`src/axil_mon_pkg.sv`:
```
// Widths and limits are fixed for the whole monitor. TIMER_W must hold the largest limit
// Status bits follow the field order of axil_viol_t, most significant field first
package axil_mon_pkg;

	////////////////////////////////////////////////////////////
	// AXI-lite field widths
	localparam int ADDR_W = 28;
	localparam int DATA_W = 32;
	localparam int STRB_W = 4;

	// Outstanding counter width and its highest legal value
	localparam int LGDEPTH = 4;
	localparam int MAX_OUTSTANDING = 14;

	// Stall limits for request and response channels
	localparam int MAX_WAIT = 12;
	localparam int MAX_RSTALL = 12;
	// Request to response limit
	localparam int MAX_DELAY = 12;

	// Largest of the three limits sizes every timer
	localparam int MAX_LIMIT_WD = (MAX_WAIT > MAX_DELAY) ? MAX_WAIT : MAX_DELAY;
	localparam int MAX_LIMIT = (MAX_RSTALL > MAX_LIMIT_WD) ? MAX_RSTALL : MAX_LIMIT_WD;
	localparam int TIMER_W = $clog2(MAX_LIMIT + 1);

	////////////////////////////////////////////////////////////
	// Register port
	localparam int WB_ADDR_W = 2;
	localparam logic [WB_ADDR_W-1:0] REG_STATUS = 2'd0;
	localparam logic [WB_ADDR_W-1:0] REG_OUTSTANDING = 2'd1;

	// Exclusive access is never legal on AXI-lite
	localparam logic [1:0] RESP_EXOKAY = 2'b01;

	////////////////////////////////////////////////////////////
	// Channel payloads
	typedef struct packed {
		logic [ADDR_W-1:0] addr;
		logic [2:0]        prot;
	} axil_addr_t;

	typedef struct packed {
		logic [DATA_W-1:0] data;
		logic [STRB_W-1:0] strb;
	} axil_wdata_t;

	typedef struct packed {
		logic [DATA_W-1:0] data;
		logic [1:0]        resp;
	} axil_rdata_t;

	typedef struct packed {
		logic [1:0] resp;
	} axil_bresp_t;

	// Per channel flags
	typedef struct packed {
		logic unstable;
		logic stall;
		logic reset_valid;
	} chan_viol_t;

	// Full violation vector, also the status register layout
	typedef struct packed {
		chan_viol_t aw;
		chan_viol_t w;
		chan_viol_t b;
		chan_viol_t ar;
		chan_viol_t r;
		logic       wr_overflow;
		logic       rd_overflow;
		logic       wr_orphan;
		logic       rd_orphan;
		logic       wr_timeout;
		logic       rd_timeout;
		logic       bad_bresp;
		logic       bad_rresp;
	} axil_viol_t;

	// Outstanding counts, aw in the top nibble
	typedef struct packed {
		logic [LGDEPTH-1:0] aw;
		logic [LGDEPTH-1:0] w;
		logic [LGDEPTH-1:0] ar;
	} axil_counts_t;

	localparam int VIOL_W = $bits(axil_viol_t);
	localparam int COUNTS_W = $bits(axil_counts_t);

endpackage
```
`src/axil_monitor.sv`:
```
`timescale 1ns/1ns
// Passive AXI-lite monitor, every AXI signal is an input
// Violations are sticky in the status register and raise o_irq
module axil_monitor
	import axil_mon_pkg::*;
(
	input  logic                 i_clk,
	input  logic                 i_axi_reset_n,
	// Write address
	input  logic                 i_axi_awvalid,
	input  logic                 i_axi_awready,
	input  axil_addr_t           i_axi_aw,
	// Write data
	input  logic                 i_axi_wvalid,
	input  logic                 i_axi_wready,
	input  axil_wdata_t          i_axi_w,
	// Write response
	input  logic                 i_axi_bvalid,
	input  logic                 i_axi_bready,
	input  axil_bresp_t          i_axi_b,
	// Read address
	input  logic                 i_axi_arvalid,
	input  logic                 i_axi_arready,
	input  axil_addr_t           i_axi_ar,
	// Read data
	input  logic                 i_axi_rvalid,
	input  logic                 i_axi_rready,
	input  axil_rdata_t          i_axi_r,
	// Register port
	input  logic                 i_wb_cyc,
	input  logic                 i_wb_stb,
	input  logic                 i_wb_we,
	input  logic [WB_ADDR_W-1:0] i_wb_adr,
	input  logic [DATA_W-1:0]    i_wb_dat,
	output logic [DATA_W-1:0]    o_wb_dat,
	output logic                 o_wb_ack,
	output logic                 o_irq
);

	// Handshakes count only outside reset
	logic aw_fire;
	logic w_fire;
	logic b_fire;
	logic ar_fire;
	logic r_fire;

	chan_viol_t aw_viol;
	chan_viol_t w_viol;
	chan_viol_t b_viol;
	chan_viol_t ar_viol;
	chan_viol_t r_viol;

	axil_viol_t wr_viol;
	axil_viol_t rd_viol;
	axil_viol_t viol;

	logic [LGDEPTH-1:0] aw_count;
	logic [LGDEPTH-1:0] w_count;
	logic [LGDEPTH-1:0] ar_count;
	axil_counts_t       counts;

	assign aw_fire = i_axi_awvalid && i_axi_awready && i_axi_reset_n;
	assign w_fire  = i_axi_wvalid && i_axi_wready && i_axi_reset_n;
	assign b_fire  = i_axi_bvalid && i_axi_bready && i_axi_reset_n;
	assign ar_fire = i_axi_arvalid && i_axi_arready && i_axi_reset_n;
	assign r_fire  = i_axi_rvalid && i_axi_rready && i_axi_reset_n;

	////////////////////////////////////////////////////////////
	// Channel watchers
	// Request stalls are excused by a pending response
	axil_chan_watch #(.payload_t(axil_addr_t), .STALL_LIMIT(MAX_WAIT)) u_aw_watch (
		.i_clk(i_clk), .i_axi_reset_n(i_axi_reset_n), .i_valid(i_axi_awvalid),
		.i_ready(i_axi_awready), .i_payload(i_axi_aw), .i_blocked(i_axi_bvalid),
		.o_viol(aw_viol)
	);

	axil_chan_watch #(.payload_t(axil_wdata_t), .STALL_LIMIT(MAX_WAIT)) u_w_watch (
		.i_clk(i_clk), .i_axi_reset_n(i_axi_reset_n), .i_valid(i_axi_wvalid),
		.i_ready(i_axi_wready), .i_payload(i_axi_w), .i_blocked(i_axi_bvalid),
		.o_viol(w_viol)
	);

	axil_chan_watch #(.payload_t(axil_addr_t), .STALL_LIMIT(MAX_WAIT)) u_ar_watch (
		.i_clk(i_clk), .i_axi_reset_n(i_axi_reset_n), .i_valid(i_axi_arvalid),
		.i_ready(i_axi_arready), .i_payload(i_axi_ar), .i_blocked(i_axi_rvalid),
		.o_viol(ar_viol)
	);

	// Response channels are never excused
	axil_chan_watch #(.payload_t(axil_bresp_t), .STALL_LIMIT(MAX_RSTALL)) u_b_watch (
		.i_clk(i_clk), .i_axi_reset_n(i_axi_reset_n), .i_valid(i_axi_bvalid),
		.i_ready(i_axi_bready), .i_payload(i_axi_b), .i_blocked(1'b0),
		.o_viol(b_viol)
	);

	axil_chan_watch #(.payload_t(axil_rdata_t), .STALL_LIMIT(MAX_RSTALL)) u_r_watch (
		.i_clk(i_clk), .i_axi_reset_n(i_axi_reset_n), .i_valid(i_axi_rvalid),
		.i_ready(i_axi_rready), .i_payload(i_axi_r), .i_blocked(1'b0),
		.o_viol(r_viol)
	);

	////////////////////////////////////////////////////////////
	// Transaction trackers
	axil_write_tracker u_write_tracker (
		.i_clk(i_clk), .i_axi_reset_n(i_axi_reset_n), .i_aw_fire(aw_fire),
		.i_w_fire(w_fire), .i_b_fire(b_fire), .i_bvalid(i_axi_bvalid),
		.i_bresp(i_axi_b), .o_aw_count(aw_count), .o_w_count(w_count),
		.o_viol(wr_viol)
	);

	axil_read_tracker u_read_tracker (
		.i_clk(i_clk), .i_axi_reset_n(i_axi_reset_n), .i_ar_fire(ar_fire),
		.i_r_fire(r_fire), .i_rvalid(i_axi_rvalid), .i_rresp(i_axi_r.resp),
		.o_ar_count(ar_count), .o_viol(rd_viol)
	);

	// Trackers leave their unused fields at zero, so an OR merges them
	always_comb
	begin
		viol    = axil_viol_t'(wr_viol | rd_viol);
		viol.aw = aw_viol;
		viol.w  = w_viol;
		viol.b  = b_viol;
		viol.ar = ar_viol;
		viol.r  = r_viol;
	end

	always_comb
	begin
		counts.aw = aw_count;
		counts.w  = w_count;
		counts.ar = ar_count;
	end

	axil_mon_regs u_regs (
		.i_clk(i_clk), .i_axi_reset_n(i_axi_reset_n), .i_viol(viol), .i_counts(counts),
		.i_wb_cyc(i_wb_cyc), .i_wb_stb(i_wb_stb), .i_wb_we(i_wb_we), .i_wb_adr(i_wb_adr),
		.i_wb_dat(i_wb_dat), .o_wb_dat(o_wb_dat), .o_wb_ack(o_wb_ack), .o_irq(o_irq)
	);

endmodule

```
`src/axil_mon_regs.sv`:
```
`timescale 1ns/1ns
// Wishbone classic slave, ack one cycle after cyc and stb, no wait states
// Status is write-one-to-clear. A new pulse beats a clear on the same bit
module axil_mon_regs
	import axil_mon_pkg::*;
(
	input  logic                 i_clk,
	input  logic                 i_axi_reset_n,
	input  axil_viol_t           i_viol,
	input  axil_counts_t         i_counts,
	input  logic                 i_wb_cyc,
	input  logic                 i_wb_stb,
	input  logic                 i_wb_we,
	input  logic [WB_ADDR_W-1:0] i_wb_adr,
	input  logic [DATA_W-1:0]    i_wb_dat,
	output logic [DATA_W-1:0]    o_wb_dat,
	output logic                 o_wb_ack,
	output logic                 o_irq
);

	// Sticky status
	axil_viol_t r_status;
	axil_viol_t w_clear;
	axil_viol_t w_status_next;

	logic              w_req;
	logic [DATA_W-1:0] w_rdata;

	// New access, ack low so it is only taken once
	assign w_req = i_wb_cyc && i_wb_stb && !o_wb_ack;

	////////////////////////////////////////////////////////////
	// Status update
	always_comb
	begin
		w_clear = '0;
		if (w_req && i_wb_we && (i_wb_adr == REG_STATUS))
			w_clear = axil_viol_t'(i_wb_dat[VIOL_W-1:0]);
		// Set after clear, so the set wins
		w_status_next = axil_viol_t'((r_status & ~w_clear) | i_viol);
	end

	always_ff @(posedge i_clk)
	begin
		if (!i_axi_reset_n)
		begin
			r_status <= '0;
			o_irq    <= 1'b0;
		end
		else
		begin
			r_status <= w_status_next;
			// Follows status on the same edge
			o_irq    <= |w_status_next;
		end
	end

	////////////////////////////////////////////////////////////
	// Read mux, unmapped words read zero
	always_comb
	begin
		w_rdata = '0;
		case (i_wb_adr)
			REG_STATUS:
				w_rdata[VIOL_W-1:0] = r_status;
			REG_OUTSTANDING:
				w_rdata[COUNTS_W-1:0] = i_counts;
			default:
				w_rdata = '0;
		endcase
	end

	always_ff @(posedge i_clk)
	begin
		if (!i_axi_reset_n)
			o_wb_ack <= 1'b0;
		else
			o_wb_ack <= w_req;
	end

	// Captured with the ack, writes return zero
	always_ff @(posedge i_clk)
	begin
		if (w_req)
			o_wb_dat <= i_wb_we ? '0 : w_rdata;
	end

endmodule

```
`src/axil_read_tracker.sv`:
```
`timescale 1ns/1ns
// Only the read fields of o_viol are driven, the rest stay zero
module axil_read_tracker
	import axil_mon_pkg::*;
(
	input  logic               i_clk,
	input  logic               i_axi_reset_n,
	input  logic               i_ar_fire,
	input  logic               i_r_fire,
	input  logic               i_rvalid,
	input  logic [1:0]         i_rresp,
	output logic [LGDEPTH-1:0] o_ar_count,
	output axil_viol_t         o_viol
);

	logic ar_overflow;
	logic ar_orphan;

	logic [TIMER_W-1:0] r_delay;
	logic r_timeout;
	logic r_bad_resp;
	logic w_waiting;

	// Read requests retired by each R handshake
	axil_txn_counter u_ar_count (
		.i_clk         (i_clk),
		.i_axi_reset_n (i_axi_reset_n),
		.i_req         (i_ar_fire),
		.i_ack         (i_r_fire),
		.o_count       (o_ar_count),
		.o_overflow    (ar_overflow),
		.o_orphan      (ar_orphan)
	);

	////////////////////////////////////////////////////////////
	// Request to response delay, held at zero while rvalid
	assign w_waiting = (o_ar_count != '0) && !i_rvalid;

	always_ff @(posedge i_clk)
	begin
		if (!i_axi_reset_n || !w_waiting)
			r_delay <= '0;
		else if (r_delay != TIMER_W'(MAX_DELAY))
			r_delay <= r_delay + 1'b1;
	end

	always_ff @(posedge i_clk)
	begin
		if (!i_axi_reset_n)
		begin
			r_timeout  <= 1'b0;
			r_bad_resp <= 1'b0;
		end
		else
		begin
			r_timeout  <= w_waiting && (r_delay == TIMER_W'(MAX_DELAY - 1));
			r_bad_resp <= i_rvalid && (i_rresp == RESP_EXOKAY);
		end
	end

	always_comb
	begin
		o_viol             = '0;
		o_viol.rd_overflow = ar_overflow;
		o_viol.rd_orphan   = ar_orphan;
		o_viol.rd_timeout  = r_timeout;
		o_viol.bad_rresp   = r_bad_resp;
	end

endmodule

```
`src/axil_write_tracker.sv`:
```
`timescale 1ns/1ns
// Only the write fields of o_viol are driven, the rest stay zero
// Delay timer waits on both address and data being outstanding
module axil_write_tracker
	import axil_mon_pkg::*;
(
	input  logic               i_clk,
	input  logic               i_axi_reset_n,
	input  logic               i_aw_fire,
	input  logic               i_w_fire,
	input  logic               i_b_fire,
	input  logic               i_bvalid,
	input  axil_bresp_t        i_bresp,
	output logic [LGDEPTH-1:0] o_aw_count,
	output logic [LGDEPTH-1:0] o_w_count,
	output axil_viol_t         o_viol
);

	logic aw_overflow;
	logic aw_orphan;
	logic w_overflow;
	logic w_orphan;

	logic [TIMER_W-1:0] r_delay;
	logic r_timeout;
	logic r_bad_resp;
	logic w_waiting;

	////////////////////////////////////////////////////////////
	// Outstanding counters, each retired by the write response
	axil_txn_counter u_aw_count (
		.i_clk         (i_clk),
		.i_axi_reset_n (i_axi_reset_n),
		.i_req         (i_aw_fire),
		.i_ack         (i_b_fire),
		.o_count       (o_aw_count),
		.o_overflow    (aw_overflow),
		.o_orphan      (aw_orphan)
	);

	axil_txn_counter u_w_count (
		.i_clk         (i_clk),
		.i_axi_reset_n (i_axi_reset_n),
		.i_req         (i_w_fire),
		.i_ack         (i_b_fire),
		.o_count       (o_w_count),
		.o_overflow    (w_overflow),
		.o_orphan      (w_orphan)
	);

	////////////////////////////////////////////////////////////
	// Request to response delay
	// A pending bvalid holds the timer at zero
	assign w_waiting = (o_aw_count != '0) && (o_w_count != '0) && !i_bvalid;

	always_ff @(posedge i_clk)
	begin
		if (!i_axi_reset_n || !w_waiting)
			r_delay <= '0;
		else if (r_delay != TIMER_W'(MAX_DELAY))
			r_delay <= r_delay + 1'b1;
	end

	always_ff @(posedge i_clk)
	begin
		if (!i_axi_reset_n)
		begin
			r_timeout  <= 1'b0;
			r_bad_resp <= 1'b0;
		end
		else
		begin
			r_timeout  <= w_waiting && (r_delay == TIMER_W'(MAX_DELAY - 1));
			r_bad_resp <= i_bvalid && (i_bresp.resp == RESP_EXOKAY);
		end
	end

	// Flags from both counters merge into one write flag each
	always_comb
	begin
		o_viol             = '0;
		o_viol.wr_overflow = aw_overflow || w_overflow;
		o_viol.wr_orphan   = aw_orphan || w_orphan;
		o_viol.wr_timeout  = r_timeout;
		o_viol.bad_bresp   = r_bad_resp;
	end

endmodule

```
`src/axil_txn_counter.sv`:
```
`timescale 1ns/1ns
// Count saturates at MAX_OUTSTANDING and never wraps below zero
module axil_txn_counter
	import axil_mon_pkg::*;
(
	input  logic               i_clk,
	input  logic               i_axi_reset_n,
	input  logic               i_req,
	input  logic               i_ack,
	output logic [LGDEPTH-1:0] o_count,
	output logic               o_overflow,
	output logic               o_orphan
);

	logic w_full;
	logic w_empty;

	assign w_full  = (o_count == LGDEPTH'(MAX_OUTSTANDING));
	assign w_empty = (o_count == '0);

	always_ff @(posedge i_clk)
	begin
		if (!i_axi_reset_n)
		begin
			o_count    <= '0;
			o_overflow <= 1'b0;
			o_orphan   <= 1'b0;
		end
		else
		begin
			// One more request than the slave may hold
			o_overflow <= i_req && !i_ack && w_full;
			// A response with nothing to answer
			o_orphan <= i_ack && w_empty;
			case ({i_req, i_ack})
				2'b10:
					if (!w_full)
						o_count <= o_count + 1'b1;
				2'b01:
					if (!w_empty)
						o_count <= o_count - 1'b1;
				// Both or neither leave the count alone
				default:
					o_count <= o_count;
			endcase
		end
	end

endmodule

```
`src/axil_chan_watch.sv`:
```
`timescale 1ns/1ns
// Observes one channel and never drives it. STALL_LIMIT must fit in TIMER_W bits
// Flags are one-cycle pulses registered at the offending edge
module axil_chan_watch
	import axil_mon_pkg::*;
#(
	parameter type payload_t = axil_addr_t,
	parameter int STALL_LIMIT = MAX_WAIT
) (
	input  logic       i_clk,
	input  logic       i_axi_reset_n,
	input  logic       i_valid,
	input  logic       i_ready,
	input  payload_t   i_payload,
	input  logic       i_blocked,
	output chan_viol_t o_viol
);

	// Channel stalled on the last edge, and what it held then
	logic     r_stalled;
	payload_t r_payload;
	// Set during reset, so it marks the first cycle after release
	logic     r_in_reset;
	// Consecutive stalled cycles
	logic [TIMER_W-1:0] r_stall_timer;

	logic w_stalled;
	logic w_stall_count;

	assign w_stalled = i_valid && !i_ready;
	// Back-pressure from the response side excuses the stall
	assign w_stall_count = w_stalled && !i_blocked;

	always_ff @(posedge i_clk)
	begin
		if (!i_axi_reset_n)
		begin
			r_stalled  <= 1'b0;
			r_in_reset <= 1'b1;
		end
		else
		begin
			r_stalled  <= w_stalled;
			r_in_reset <= 1'b0;
		end
	end

	// Only a stalled payload is ever compared
	always_ff @(posedge i_clk)
	begin
		if (w_stalled)
			r_payload <= i_payload;
	end

	////////////////////////////////////////////////////////////
	// Stall timer, saturates at the limit
	always_ff @(posedge i_clk)
	begin
		if (!i_axi_reset_n || !w_stall_count)
			r_stall_timer <= '0;
		else if (r_stall_timer != TIMER_W'(STALL_LIMIT))
			r_stall_timer <= r_stall_timer + 1'b1;
	end

	////////////////////////////////////////////////////////////
	// Violation pulses
	always_ff @(posedge i_clk)
	begin
		if (!i_axi_reset_n)
			o_viol <= '0;
		else
		begin
			// Valid dropped or payload moved while stalled
			o_viol.unstable <= r_stalled && (!i_valid || (i_payload != r_payload));
			// Pulse once, on the edge the timer reaches the limit
			o_viol.stall <= w_stall_count
				&& (r_stall_timer == TIMER_W'(STALL_LIMIT - 1));
			o_viol.reset_valid <= r_in_reset && i_valid;
		end
	end

endmodule

```
`config.mk`:
```
export PLATFORM = sky130hd
export DESIGN_NAME = axil_monitor
export DESIGN_NICKNAME = d
export VERILOG_FILES = /design/src/axil_mon_pkg.sv /design/src/axil_monitor.sv /design/src/axil_mon_regs.sv /design/src/axil_read_tracker.sv /design/src/axil_write_tracker.sv /design/src/axil_txn_counter.sv /design/src/axil_chan_watch.sv
export SDC_FILE = /design/constraint.sdc
export NUM_CORES = 1
export LEC_CHECK = 0
export BUFFER_PORTS_ARGS = -buffer_cell sky130_fd_sc_hd__buf_2
export CORE_MARGIN = 4
export CORE_UTILIZATION = 28
export CTS_BUF_LIST = sky130_fd_sc_hd__clkbuf_8
export DETAILED_ROUTE_END_ITERATION = 10
export PLACE_DENSITY_LB_ADDON = 0.15
export SLEW_MARGIN = 40
export SYNTH_ARGS = -nofsm -noshare
export SYNTH_HDL_FRONTEND = slang
export SYNTH_SLANG_ARGS = --single-unit
```
`constraint.sdc`:
```
create_clock -name i_clk -period 2.3 [get_ports i_clk]
set_input_delay 0.115 -clock i_clk [delete_from_list [all_inputs] [get_ports i_clk]]
set_output_delay 0.115 -clock i_clk [all_outputs]
set_load 0.03 [all_outputs]
```
# Yosys cells after proc, flatten, opt, wreduce, memory -nomap -nowiden
# Cells that the tools add are included.
# word_totals
regBits	262
output_inout_bits	34
elab_cells	248
# classes
addsub	13
eq_ne	37
muxes	12
bitwise	5
reduce_logical	103
# ops
op	n
$ne 31x31->1	2
$logic_and 1x1->1	53
$add 4x1->4 const B	10
$eq 4x4->1 const B	10
$ne 36x36->1	1
$ne 34x34->1	1
$ne 4x4->1 const B	7
$mux 4	6
$pmux 12 s2	1
$pmux 4 s2	3
$and 23x23->23	1
$mux 23	1
$not 23->23	1
$or 23x23->23	1
$reduce_or 23->1	1
$logic_not 1->1	21
$logic_or 1x1->1	14
$eq 2x1->1 const B	6
$logic_not 4->1	3
$ne 2x2->1 const B	6
$reduce_bool 4->1	3
$sub 4x1->4 const B	3
$reduce_and 3->1	3
$or 8x7->8	1
other kinds (7)	11

# Depth between registers and ports, before layout
# Gate-level depths: netlist of run 1.
# depth
ltp_word	9
mapped_depth	11
mapped_depth_nobuf	9

# Hierarchy
# From an unflattened synthesis of run 1, not the netlist that was laid out.
# unflattened
hier_cells	950
area_unflattened_um2	11531.1
# modules_own_cells
module	instances	cells_each	area_per_inst_um2
axil_chan_watch (u_ar_watch ...)	2	107	1616.6
axil_mon_regs	1	198	2105.8
axil_chan_watch (u_w_watch)	1	118	1800.5
axil_chan_watch (u_r_watch)	1	114	1719.1
axil_txn_counter	3	50	416.6
axil_read_tracker	1	52	465.4
axil_write_tracker	1	51	449.2
axil_chan_watch (u_b_watch)	1	39	422.9
axil_monitor	1	14	85.1

# Worst setup path before layout of run 1
# OpenSTA, ideal clock, no wires.
# synth_timing
path_kind	register to register
startpoint	register u_regs.o_wb_ack
endpoint	register u_regs.o_irq
setup_ns	0.125
arrival_time_ns	2.096
required_time_ns	2.175
setup_slack_ns	0.079
stages_incl_launch_ff	8
n_path_buf	2
period_less_slack_ns	2.221
path_cell_list	dfxtp_1 -> and3b_1 -> clkbuf_1 -> buf_2 -> nand3_1 -> a21oi_1 -> nand4_1 -> o41a_1
# synth_via
elab_chain_len	9
# synth_lines
element	line	text
from (decl)	axil_mon_regs.sv:17	output logic o_wb_ack,
from (signal assigned)	axil_mon_regs.sv:78	o_wb_ack <= w_req;
$logic_not 1->1	axil_mon_regs.sv:30	assign w_req = i_wb_cyc && i_wb_stb && !o_wb_ack;
$logic_and 1x1->1	axil_mon_regs.sv:30	
via u_regs.w_req	axil_mon_regs.sv:26	logic w_req;
$logic_and 1x1->1 (2 in series)	axil_mon_regs.sv:37	if (w_req && i_wb_we && (i_wb_adr == REG_STATUS))
$mux 23	axil_mon_regs.sv:37	
$not 23->23	axil_mon_regs.sv:40	w_status_next = axil_viol_t'((r_status & ~w_clear) | i_viol);
$and 23x23->23	axil_mon_regs.sv:40	
$or 23x23->23	axil_mon_regs.sv:40	
$reduce_or 23->1	axil_mon_regs.sv:54	o_irq <= |w_status_next;
to (signal assigned)	axil_mon_regs.sv:54	
to (decl)	axil_mon_regs.sv:18	output logic o_irq
# The timed path passes the listed nets, and every way through them passes these cells.
# A chain may end at the register's enable or synchronous reset.

# Final worst setup path of run 1
# layout_timing
startpoint	input i_axi_reset_n
endpoint	register u_write_tracker.u_w_count.o_count[3]
# layout_via
elab_chain_len	4
elab_cells_between_ends	9
cone_classes	eq/ne (4); mux (1); reduce/logical (4)
# layout_lines
element	line	text
from (decl)	axil_monitor.sv:8	input logic i_axi_reset_n,
$logic_and 1x1->1 (on tied branches)	axil_monitor.sv:64, axil_monitor.sv:63	
$eq 2x1->1 or $eq 2x2->1 (tied branches)	axil_txn_counter.sv:35	case ({i_req, i_ack})
$ne 2x2->1 (no source line) or $reduce_bool 2->1 (tied branches)	n/a	
$reduce_and 3->1 (no source line)	n/a	
to (signal assigned)	axil_txn_counter.sv:38	o_count <= o_count + 1'b1;
to (signal assigned)	axil_txn_counter.sv:41	o_count <= o_count - 1'b1;
to (signal assigned)	axil_txn_counter.sv:44	o_count <= o_count;
to (decl)	axil_txn_counter.sv:10	output logic [LGDEPTH-1:0] o_count,
# Parallel ways exist; a longest one is shown, timed or not.

==> run_results.csv, run 1 <==
group,metric,value,unit
setup_path,timing.critical_path.cells,"dlygate4sd3_1 > buf_2 > buf_12 > and3_1 > nand2_1 > inv_1 > ha_1 > a21o_1 > a21oi_1 > xnor2_1 > or3_1 > a21oi_1",
pwr,power.static_leakage,5.82,nW
cts,clk_transition_reported_paths,0.06,ns
cts,root_buffer,"sky130_fd_sc_hd__clkbuf_8",
floorplan,die_h,203,um
cts,clock_sinks,253,
floorplan,die_width,203,um
setup_path,regToRegSetupSlack,0.36,ns
sta,finalHoldWorstSlack,0.0943,ns
routing,post-route-drc-count,0,
sta,max_slew.worst_pin.slew,0.557,ns
floorplan,die_area,0.0412,mm2
run,max_cap_violations,0,
routing,wl_per_cell,14.3,um
placed_design,inst_count_dp,1559,
cts,clock_latency,0.61,ns
logic_synthesis,synthMostInstantiatedCell,"sky130_fd_sc_hd__edfxtp_1",
placed_design,port_buffers,198,
sta,maximum_frequency_from_static_timing_analysis,477,MHz
logic_synthesis,yosysTopAreaCellShare,0.443,
grt,gr-usage-all-layers,0.126,
pwr,power.net_switching,2.58,mW
logic_synthesis,syn-mean-instance-area,12.5,um2
min_path,worstHoldPathCells,6,
grt,antenna_violations_before_repair,3,
setup_path,worst-endpoint-arrival,2.62,ns
cts,h-tree-depth,2,
routing,detailroute.via_count,7648,
floorplan,placementRows,71,
cts,post_cts.resized_instances,0,
placed_design,placed_cell_areas,0.0123,mm2
grt,global_route_overflow,0,
pwr,power.switching_fraction,0.248,
finish,drive_above_1_share,0.225,
pwr,pwr_density_cell,692,mW/mm2
min_path,hp-start,"i_wb_adr[1]",
min_path,whs_endpoint,"u_regs.r_status[20]",
setup_path,timing.critical_path.mode_cell,"sky130_fd_sc_hd__a21oi_1",
pwr,comb_power_share,0.108,
logic_synthesis,yosys.area.top_type,"sky130_fd_sc_hd__edfxtp_1",
sta,layout_worst_path_cycle_share,0.911,
routing,drt-vias-per-instance,4.19,
finish,stdcell_count,1824,
routing,ant_nets,0,
logic_synthesis,synthCells,852,
pwr,clock_power_share,0.393,
finish,finalNetCount,1480,
logic_synthesis,number_of_enable_type_register_cells_in_the_synthesized_netlist,157,
finish,synthToLayoutAreaGrowth,40.9,%
placed_design,place.gp.congestion,0.741,
finish,layout.filler_cells,3656,
sta,tns,0,ns
min_path,hold_path.class,"primary input to flop",
placed_design,placement.setup.worst_slack,0.129,ns
sta,max_slew_headroom_at_the_worst_pin,0.625,
logic_synthesis,yosysUniqueCellTypes,43,
floorplan,top_level_ports,217,
floorplan,coreArea,0.0376,mm2
logic_synthesis,ys_seq_elements,253,
status,run_status,"complete, no violations",
sta,worst_slack,0.205,ns
cts,ctsLongestPathBuffers,3,
cts,cts_tree,"yes",
sta,rsz0062_at_grt,"false",
placed_design,hpwl,18300,um
setup_path,critPathCaptureType,"flop",
pwr,max-vdd-ir-drop,458,uV
logic_synthesis,synth_area_leaders,"sky130_fd_sc_hd__edfxtp_1 44%, sky130_fd_sc_hd__dfxtp_1 18%, sky130_fd_sc_hd__xnor2_1 9.2%, sky130_fd_sc_hd__xor2_1 3.1%, sky130_fd_sc_hd__nor2_1 2.5%",
routing,number_of_search_and_repair_iterations_in_the_first_detailed_routing_pass,4,
pwr,internal_power,7.80,mW
routing,first_iter_violations,242,
pwr,sequentialPowerShare,0.499,
setup_path,regToRegStartpoint,"u_regs.o_wb_ack",
sta,slew_violations,0,
grt,first_global_vias,7863,
sta,final-hold-violation-count,0,
logic_synthesis,fraction_of_the_yosys_area_taken_by_sequential_cells,0.624,
grt,grt_max_degree,37,
sta,final_period_minus_worst_setup_slack,2.10,ns
setup_path,critical_path.max_fanout,17,
sta,skew,0.0294,ns
setup_path,path_class,"primary input to flop",
logic_synthesis,synth_common_cells,"157 x sky130_fd_sc_hd__edfxtp_1, 112 x sky130_fd_sc_hd__xnor2_1, 96 x sky130_fd_sc_hd__dfxtp_1",
setup_path,crit_slowest_cell,"sky130_fd_sc_hd__dlygate4sd3_1",
cts,number_of_buffers_inserted_during_clock_tree_synthesis,47,
setup_path,start_kind,"primary input",
logic_synthesis,synthesis.yosys.warnings,0,
floorplan,initial_core_util,0.283,
routing,totalWireLength,26100,um
logic_synthesis,synth.cell_area,0.0106,mm2
setup_path,capture_point_of_the_worst_reg_to_reg_path,"u_regs.o_irq",
logic_synthesis,async_flop_share,0,
logic_synthesis,dominantRegCellSynth,"sky130_fd_sc_hd__edfxtp_1",
setup_path,timing.critical_path.slowest_cell_delay,0.54,ns
setup_path,worst-r2r-cell-count,6,
setup_path,critical_path_required,2.82,ns
finish,final_area,0.0150,mm2
grt,first_pass_grt_wire_length,41500,um
sta,final-setup-viol-count,0,
-- worst max-delay path, delay by kind of cell --
| family | cells | cell delay (ns) |
|---|---|---|
| buffers and inverters | 4 | 1.08 |
| AND/OR/NAND/NOR | 3 | 0.62 |
| AO/OA/AOI/OAI | 3 | 0.47 |
| adder cells (fa/ha/maj) | 1 | 0.24 |
| XOR/XNOR | 1 | 0.09 |
-- cell families after synthesis --
group	count (synthesis)	share of synthesized area
xor gates and xnor gates	150	0.123
AOI/OAI and AO/OA	67	0.0411
adders and majority gates	23	0.0292
muxes	26	0.0245
other	1	0.000352
DFF	253	0.624
and+or+nand+nor	268	0.130
buffers and inverters	64	0.0280
-- layout make-up --
| class | count | area [um2] | share of cell area |
|---|---|---|---|
| sequential | 253 | 6640 | 0.442 |
| tap | 511 | 639 | 0.0426 |
| inverter | 35 | 131 | 0.00876 |
| clock inverter | 32 | 143 | 0.00951 |
| timing repair buffer | 394 | 2940 | 0.196 |
| clock buffer | 54 | 743 | 0.0495 |
| multi-input combinational | 543 | 3760 | 0.251 |
| antenna | 2 | 5.00 | 0.000334 |
-- flip-flops by register name (all words and copies together), names as in the netlist, 23 cells and up --
signal                flops
u_w_watch.r_payload      36
u_aw_watch.r_payload     31
u_regs.o_wb_dat          23
u_r_watch.r_payload      34
u_ar_watch.r_payload     31
u_regs.r_status          23
-- worst max-delay path by stage --
stage / from / endpoint / slack (ns) / depth (start not counted)
final: i_axi_reset_n / u_write_tracker.u_w_count.o_count[3] / 0.20 / 12
after global placement: i_axi_reset_n / u_write_tracker.u_aw_count.o_count[3] / 0.15 / 11
after CTS: i_axi_reset_n / u_write_tracker.u_w_count.o_count[3] / 0.22 / 12
after detailed placement: i_axi_reset_n / u_write_tracker.u_aw_count.o_count[3] / 0.13 / 11
after global routing: i_axi_reset_n / u_write_tracker.u_w_count.o_count[3] / 0.08 / 12
after floorplan: u_regs.o_wb_ack / u_regs.o_irq / 0.08 / 7
-- what timing repair did --
action	4_1_cts	5_1_grt
buffers inserted	0	0
hold buffers	177	0
hold endpoints to repair	205	0
endpoints found under the setup margin	0	0
-- cell usage in the layout, fill, tap and decap left out, drive strengths merged, types with 35 or more instances in the layout --
master,netlist,final
dlygate4sd3,0,177
nand3,35,35
xnor2,112,112
dfxtp,96,96
buf,16,217
edfxtp,157,157
nor2,72,72
xor2,38,38
clkbuf,13,54
inv,34,52
-- power by group through the flow --
stage | sequential [mW] | combinational [mW] | clock (mW)
detailed placement | 5.27 | 0.902 | 0
CTS | 5.18 | 1.14 | 4.30
floorplan | 5.28 | 0.508 | 0
global route | 5.20 | 1.24 | 4.52
finish | 5.18 | 1.12 | 4.08
global placement | 5.27 | 0.899 | 0
-- metrics by stage --
stage          power, mW  utilization
3_5_place_dp        6.17        0.328
5_1_grt             11.0        0.399
2_1_floorplan       5.79            -
3_3_place_gp        6.17        0.328
6_report            10.4        0.399
4_1_cts             10.6        0.399
-- routing by layer --
| layer | global-route usage | vias up | share of wire | wire length [um] |
|---|---|---|---|---|
| met1 | 0.168 | 3541 | 0.46 | 12100 |
| met5 | 0 | - | 0.00050 | 13 |
| met4 | 0.0427 | 2 | 0.026 | 669 |
| li1 | - | 3876 | - | - |
| met2 | 0.197 | 177 | 0.45 | 11700 |
| met3 | 0.0377 | 52 | 0.060 | 1560 |
(Power assumes the default switching activity.)
==> run 2, diff against run 1 <==
PLACE_DENSITY = 0.5   (was unset)
PLACE_DENSITY_LB_ADDON = unset   (was 0.15)
==> run 2 against run 1 <==
Setup slack worse by 0.0023 ns. Core utilization is essentially flat. Cell area shrank 0.12%. Die area unchanged. Highest routed layer unchanged. Sequential share of layout area up 0.055 points.
==> run_results.csv, run 2 (synthesis gave the netlist of run 1 again) <==
group,metric,value,unit
sta,final-setup-viol-count,0,
sta,skew,0.0128,ns
sta,final-hold-violation-count,0,
finish,final_cell_mix,"198 x sky130_fd_sc_hd__buf_2, 171 x sky130_fd_sc_hd__dlygate4sd3_1, 157 x sky130_fd_sc_hd__edfxtp_1",
cts,post-cts-setup-buffer-count,0,
routing,ant_nets,0,
grt,global_route_overflow,0,
min_path,worstHoldPathCells,4,
routing,first_iter_violations,307,
setup_path,timing.critical_path.mode_cell,"sky130_fd_sc_hd__a21oi_1",
cts,clock_latency,0.56,ns
setup_path,regToRegSetupSlack,0.24,ns
routing,number_of_search_and_repair_iterations_in_the_first_detailed_routing_pass,4,
placed_design,place.gp.congestion,0.796,
finish,final-seq-area,0.00664,mm2
routing,detailroute.via_count,7744,
setup_path,critical_path_required,2.78,ns
sta,rsz0062_at_grt,"false",
pwr,power.static_leakage,5.80,nW
sta,max_slew_headroom_at_the_worst_pin,0.617,
floorplan,coreArea,0.0376,mm2
finish,top_register,"u_w_watch.r_payload",
finish,synthToLayoutAreaGrowth,40.8,%
floorplan,die_width,203,um
sta,maximum_frequency_from_static_timing_analysis,477,MHz
sta,slew_violations,0,
floorplan,top_level_ports,217,
cts,number_of_buffers_inserted_during_clock_tree_synthesis,46,
finish,top_regs,"u_w_watch.r_payload x36, u_r_watch.r_payload x34",
finish,multi_input_area,0.00375,mm2
setup_path,critPathCaptureType,"flop",
setup_path,crit_slowest_cell,"sky130_fd_sc_hd__dlygate4sd3_1",
grt,grt_max_degree,32,
setup_path,start_kind,"primary input",
grt,antenna_violations_before_repair,6,
cts,root_buffer,"sky130_fd_sc_hd__clkbuf_8",
setup_path,worst-r2r-cell-count,6,
finish,layout.filler_cells,3626,
sta,layout_worst_path_cycle_share,0.912,
setup_path,path_class,"primary input to flop",
floorplan,die_h,203,um
placed_design,hpwl,19100,um
cts,h-tree-depth,2,
placed_design,port_buffers,198,
floorplan,initial_core_util,0.283,
status,run_status,"complete, no violations",
min_path,whs_endpoint,"u_ar_watch.o_viol[2]",
routing,wl_per_cell,14.6,um
setup_path,timing.critical_path.slowest_cell_delay,0.54,ns
sta,tns,0,ns
sta,max_slew.worst_pin.slew,0.569,ns
min_path,hold_path.class,"primary input to flop",
pwr,max-vdd-ir-drop,504,uV
setup_path,capture_point_of_the_worst_reg_to_reg_path,"u_regs.o_irq",
cts,cts_hold_buffers,171,
grt,gr-usage-all-layers,0.127,
grt,first_global_vias,8130,
finish,finalNetCount,1478,
setup_path,regToRegStartpoint,"u_regs.o_wb_ack",
setup_path,timing.critical_path.cells,"dlygate4sd3_1 > buf_2 > and3_1 > or2_2 > inv_1 > ha_1 > a21o_1 > a21oi_1 > xnor2_1 > or3_1 > a21oi_1",
routing,drt-vias-per-instance,4.25,
setup_path,worst-endpoint-arrival,2.57,ns
finish,largest_register_ff_count,36,
setup_path,critical_path.max_fanout,4,
pwr,post-layout-total-power,10.4,mW
finish,drive_above_1_share,0.230,
cts,clock_sinks,253,
sta,final_period_minus_worst_setup_slack,2.10,ns
cts,cts_tree,"yes",
finish,final_common_cell,"sky130_fd_sc_hd__buf_2",
pwr,pwr_density_cell,696,mW/mm2
grt,first_pass_grt_wire_length,42300,um
routing,totalWireLength,26600,um
run,max_cap_violations,0,
cts,ctsLongestPathBuffers,3,
routing,post-route-drc-count,0,
min_path,hp-start,"i_axi_reset_n",
cts,post_cts.resized_instances,0,
floorplan,die_area,0.0412,mm2
floorplan,placementRows,71,
cts,clk_transition_reported_paths,0.06,ns
==> run 2: worst max-delay path by stage <==
stage,start,endpoint,slack (ns)
2_1_floorplan,u_regs.o_wb_ack,u_regs.o_irq,0.08
6_report,i_axi_arready,u_read_tracker.u_ar_count.o_count[3],0.20
4_1_cts,u_regs.o_wb_ack,u_regs.o_irq,0.19
5_1_grt,i_axi_arready,u_read_tracker.u_ar_count.o_count[3],0.04
3_3_place_gp,i_axi_reset_n,u_write_tracker.u_aw_count.o_count[3],0.19
3_5_place_dp,i_axi_reset_n,u_write_tracker.u_aw_count.o_count[3],0.15
==> run 2: metrics by stage <==
| step | cells | hold WS (ns) | util | area (um2) | worst slack (ns) |
|---|---|---|---|---|---|
| 4_1_cts | 1820 | 0.00579 | 0.398 | 15000 | 0.193 |
| 2_1_floorplan | 860 | 0.187 | - | 10700 | 0.0786 |
| 3_3_place_gp | 1564 | 0.318 | 0.329 | 12400 | 0.185 |
| 3_5_place_dp | 1564 | 0.320 | 0.329 | 12400 | 0.147 |
| 5_1_grt | 1823 | 0.0429 | 0.399 | 15000 | 0.0400 |
| 6_report | 1823 | 0.0483 | 0.399 | 15000 | 0.203 |
==> run 2: cell type report <==
cell class | count | area share
Tap cell | 511 | 0.0427
Sequential cell | 253 | 0.443
Clock inverter | 28 | 0.00802
Antenna cell | 3 | 0.000501
Timing Repair Buffer | 393 | 0.194
Multi-Input combinational cell | 543 | 0.251
Inverter | 35 | 0.00877
Clock buffer | 57 | 0.0524
==> run 2: power breakdown <==
part           switching (mW)  internal [mW]
clock network            1.89           2.24
registers               0.114           5.06
logic                   0.526          0.599
==> run 2: per-layer routing <==
| layer | share of wire | vias up | track usage |
|---|---|---|---|
| li1 | - | 3882 | - |
| met1 | 0.44 | 3612 | 0.161 |
| met4 | 0.038 | 6 | 0.0560 |
| met5 | 0.00083 | - | 0 |
| met2 | 0.47 | 180 | 0.205 |
| met3 | 0.051 | 64 | 0.0329 |
==> run 2: worst max-delay path, delay by kind of cell <==
kind                       cells  cell delay (ns)
xor gates and xnor gates       1             0.10
adders and majority gates      1             0.23
and+or+nand+nor                3             0.87
AOI/OAI and AO/OA              3             0.48
buffers and inverters          3             0.78
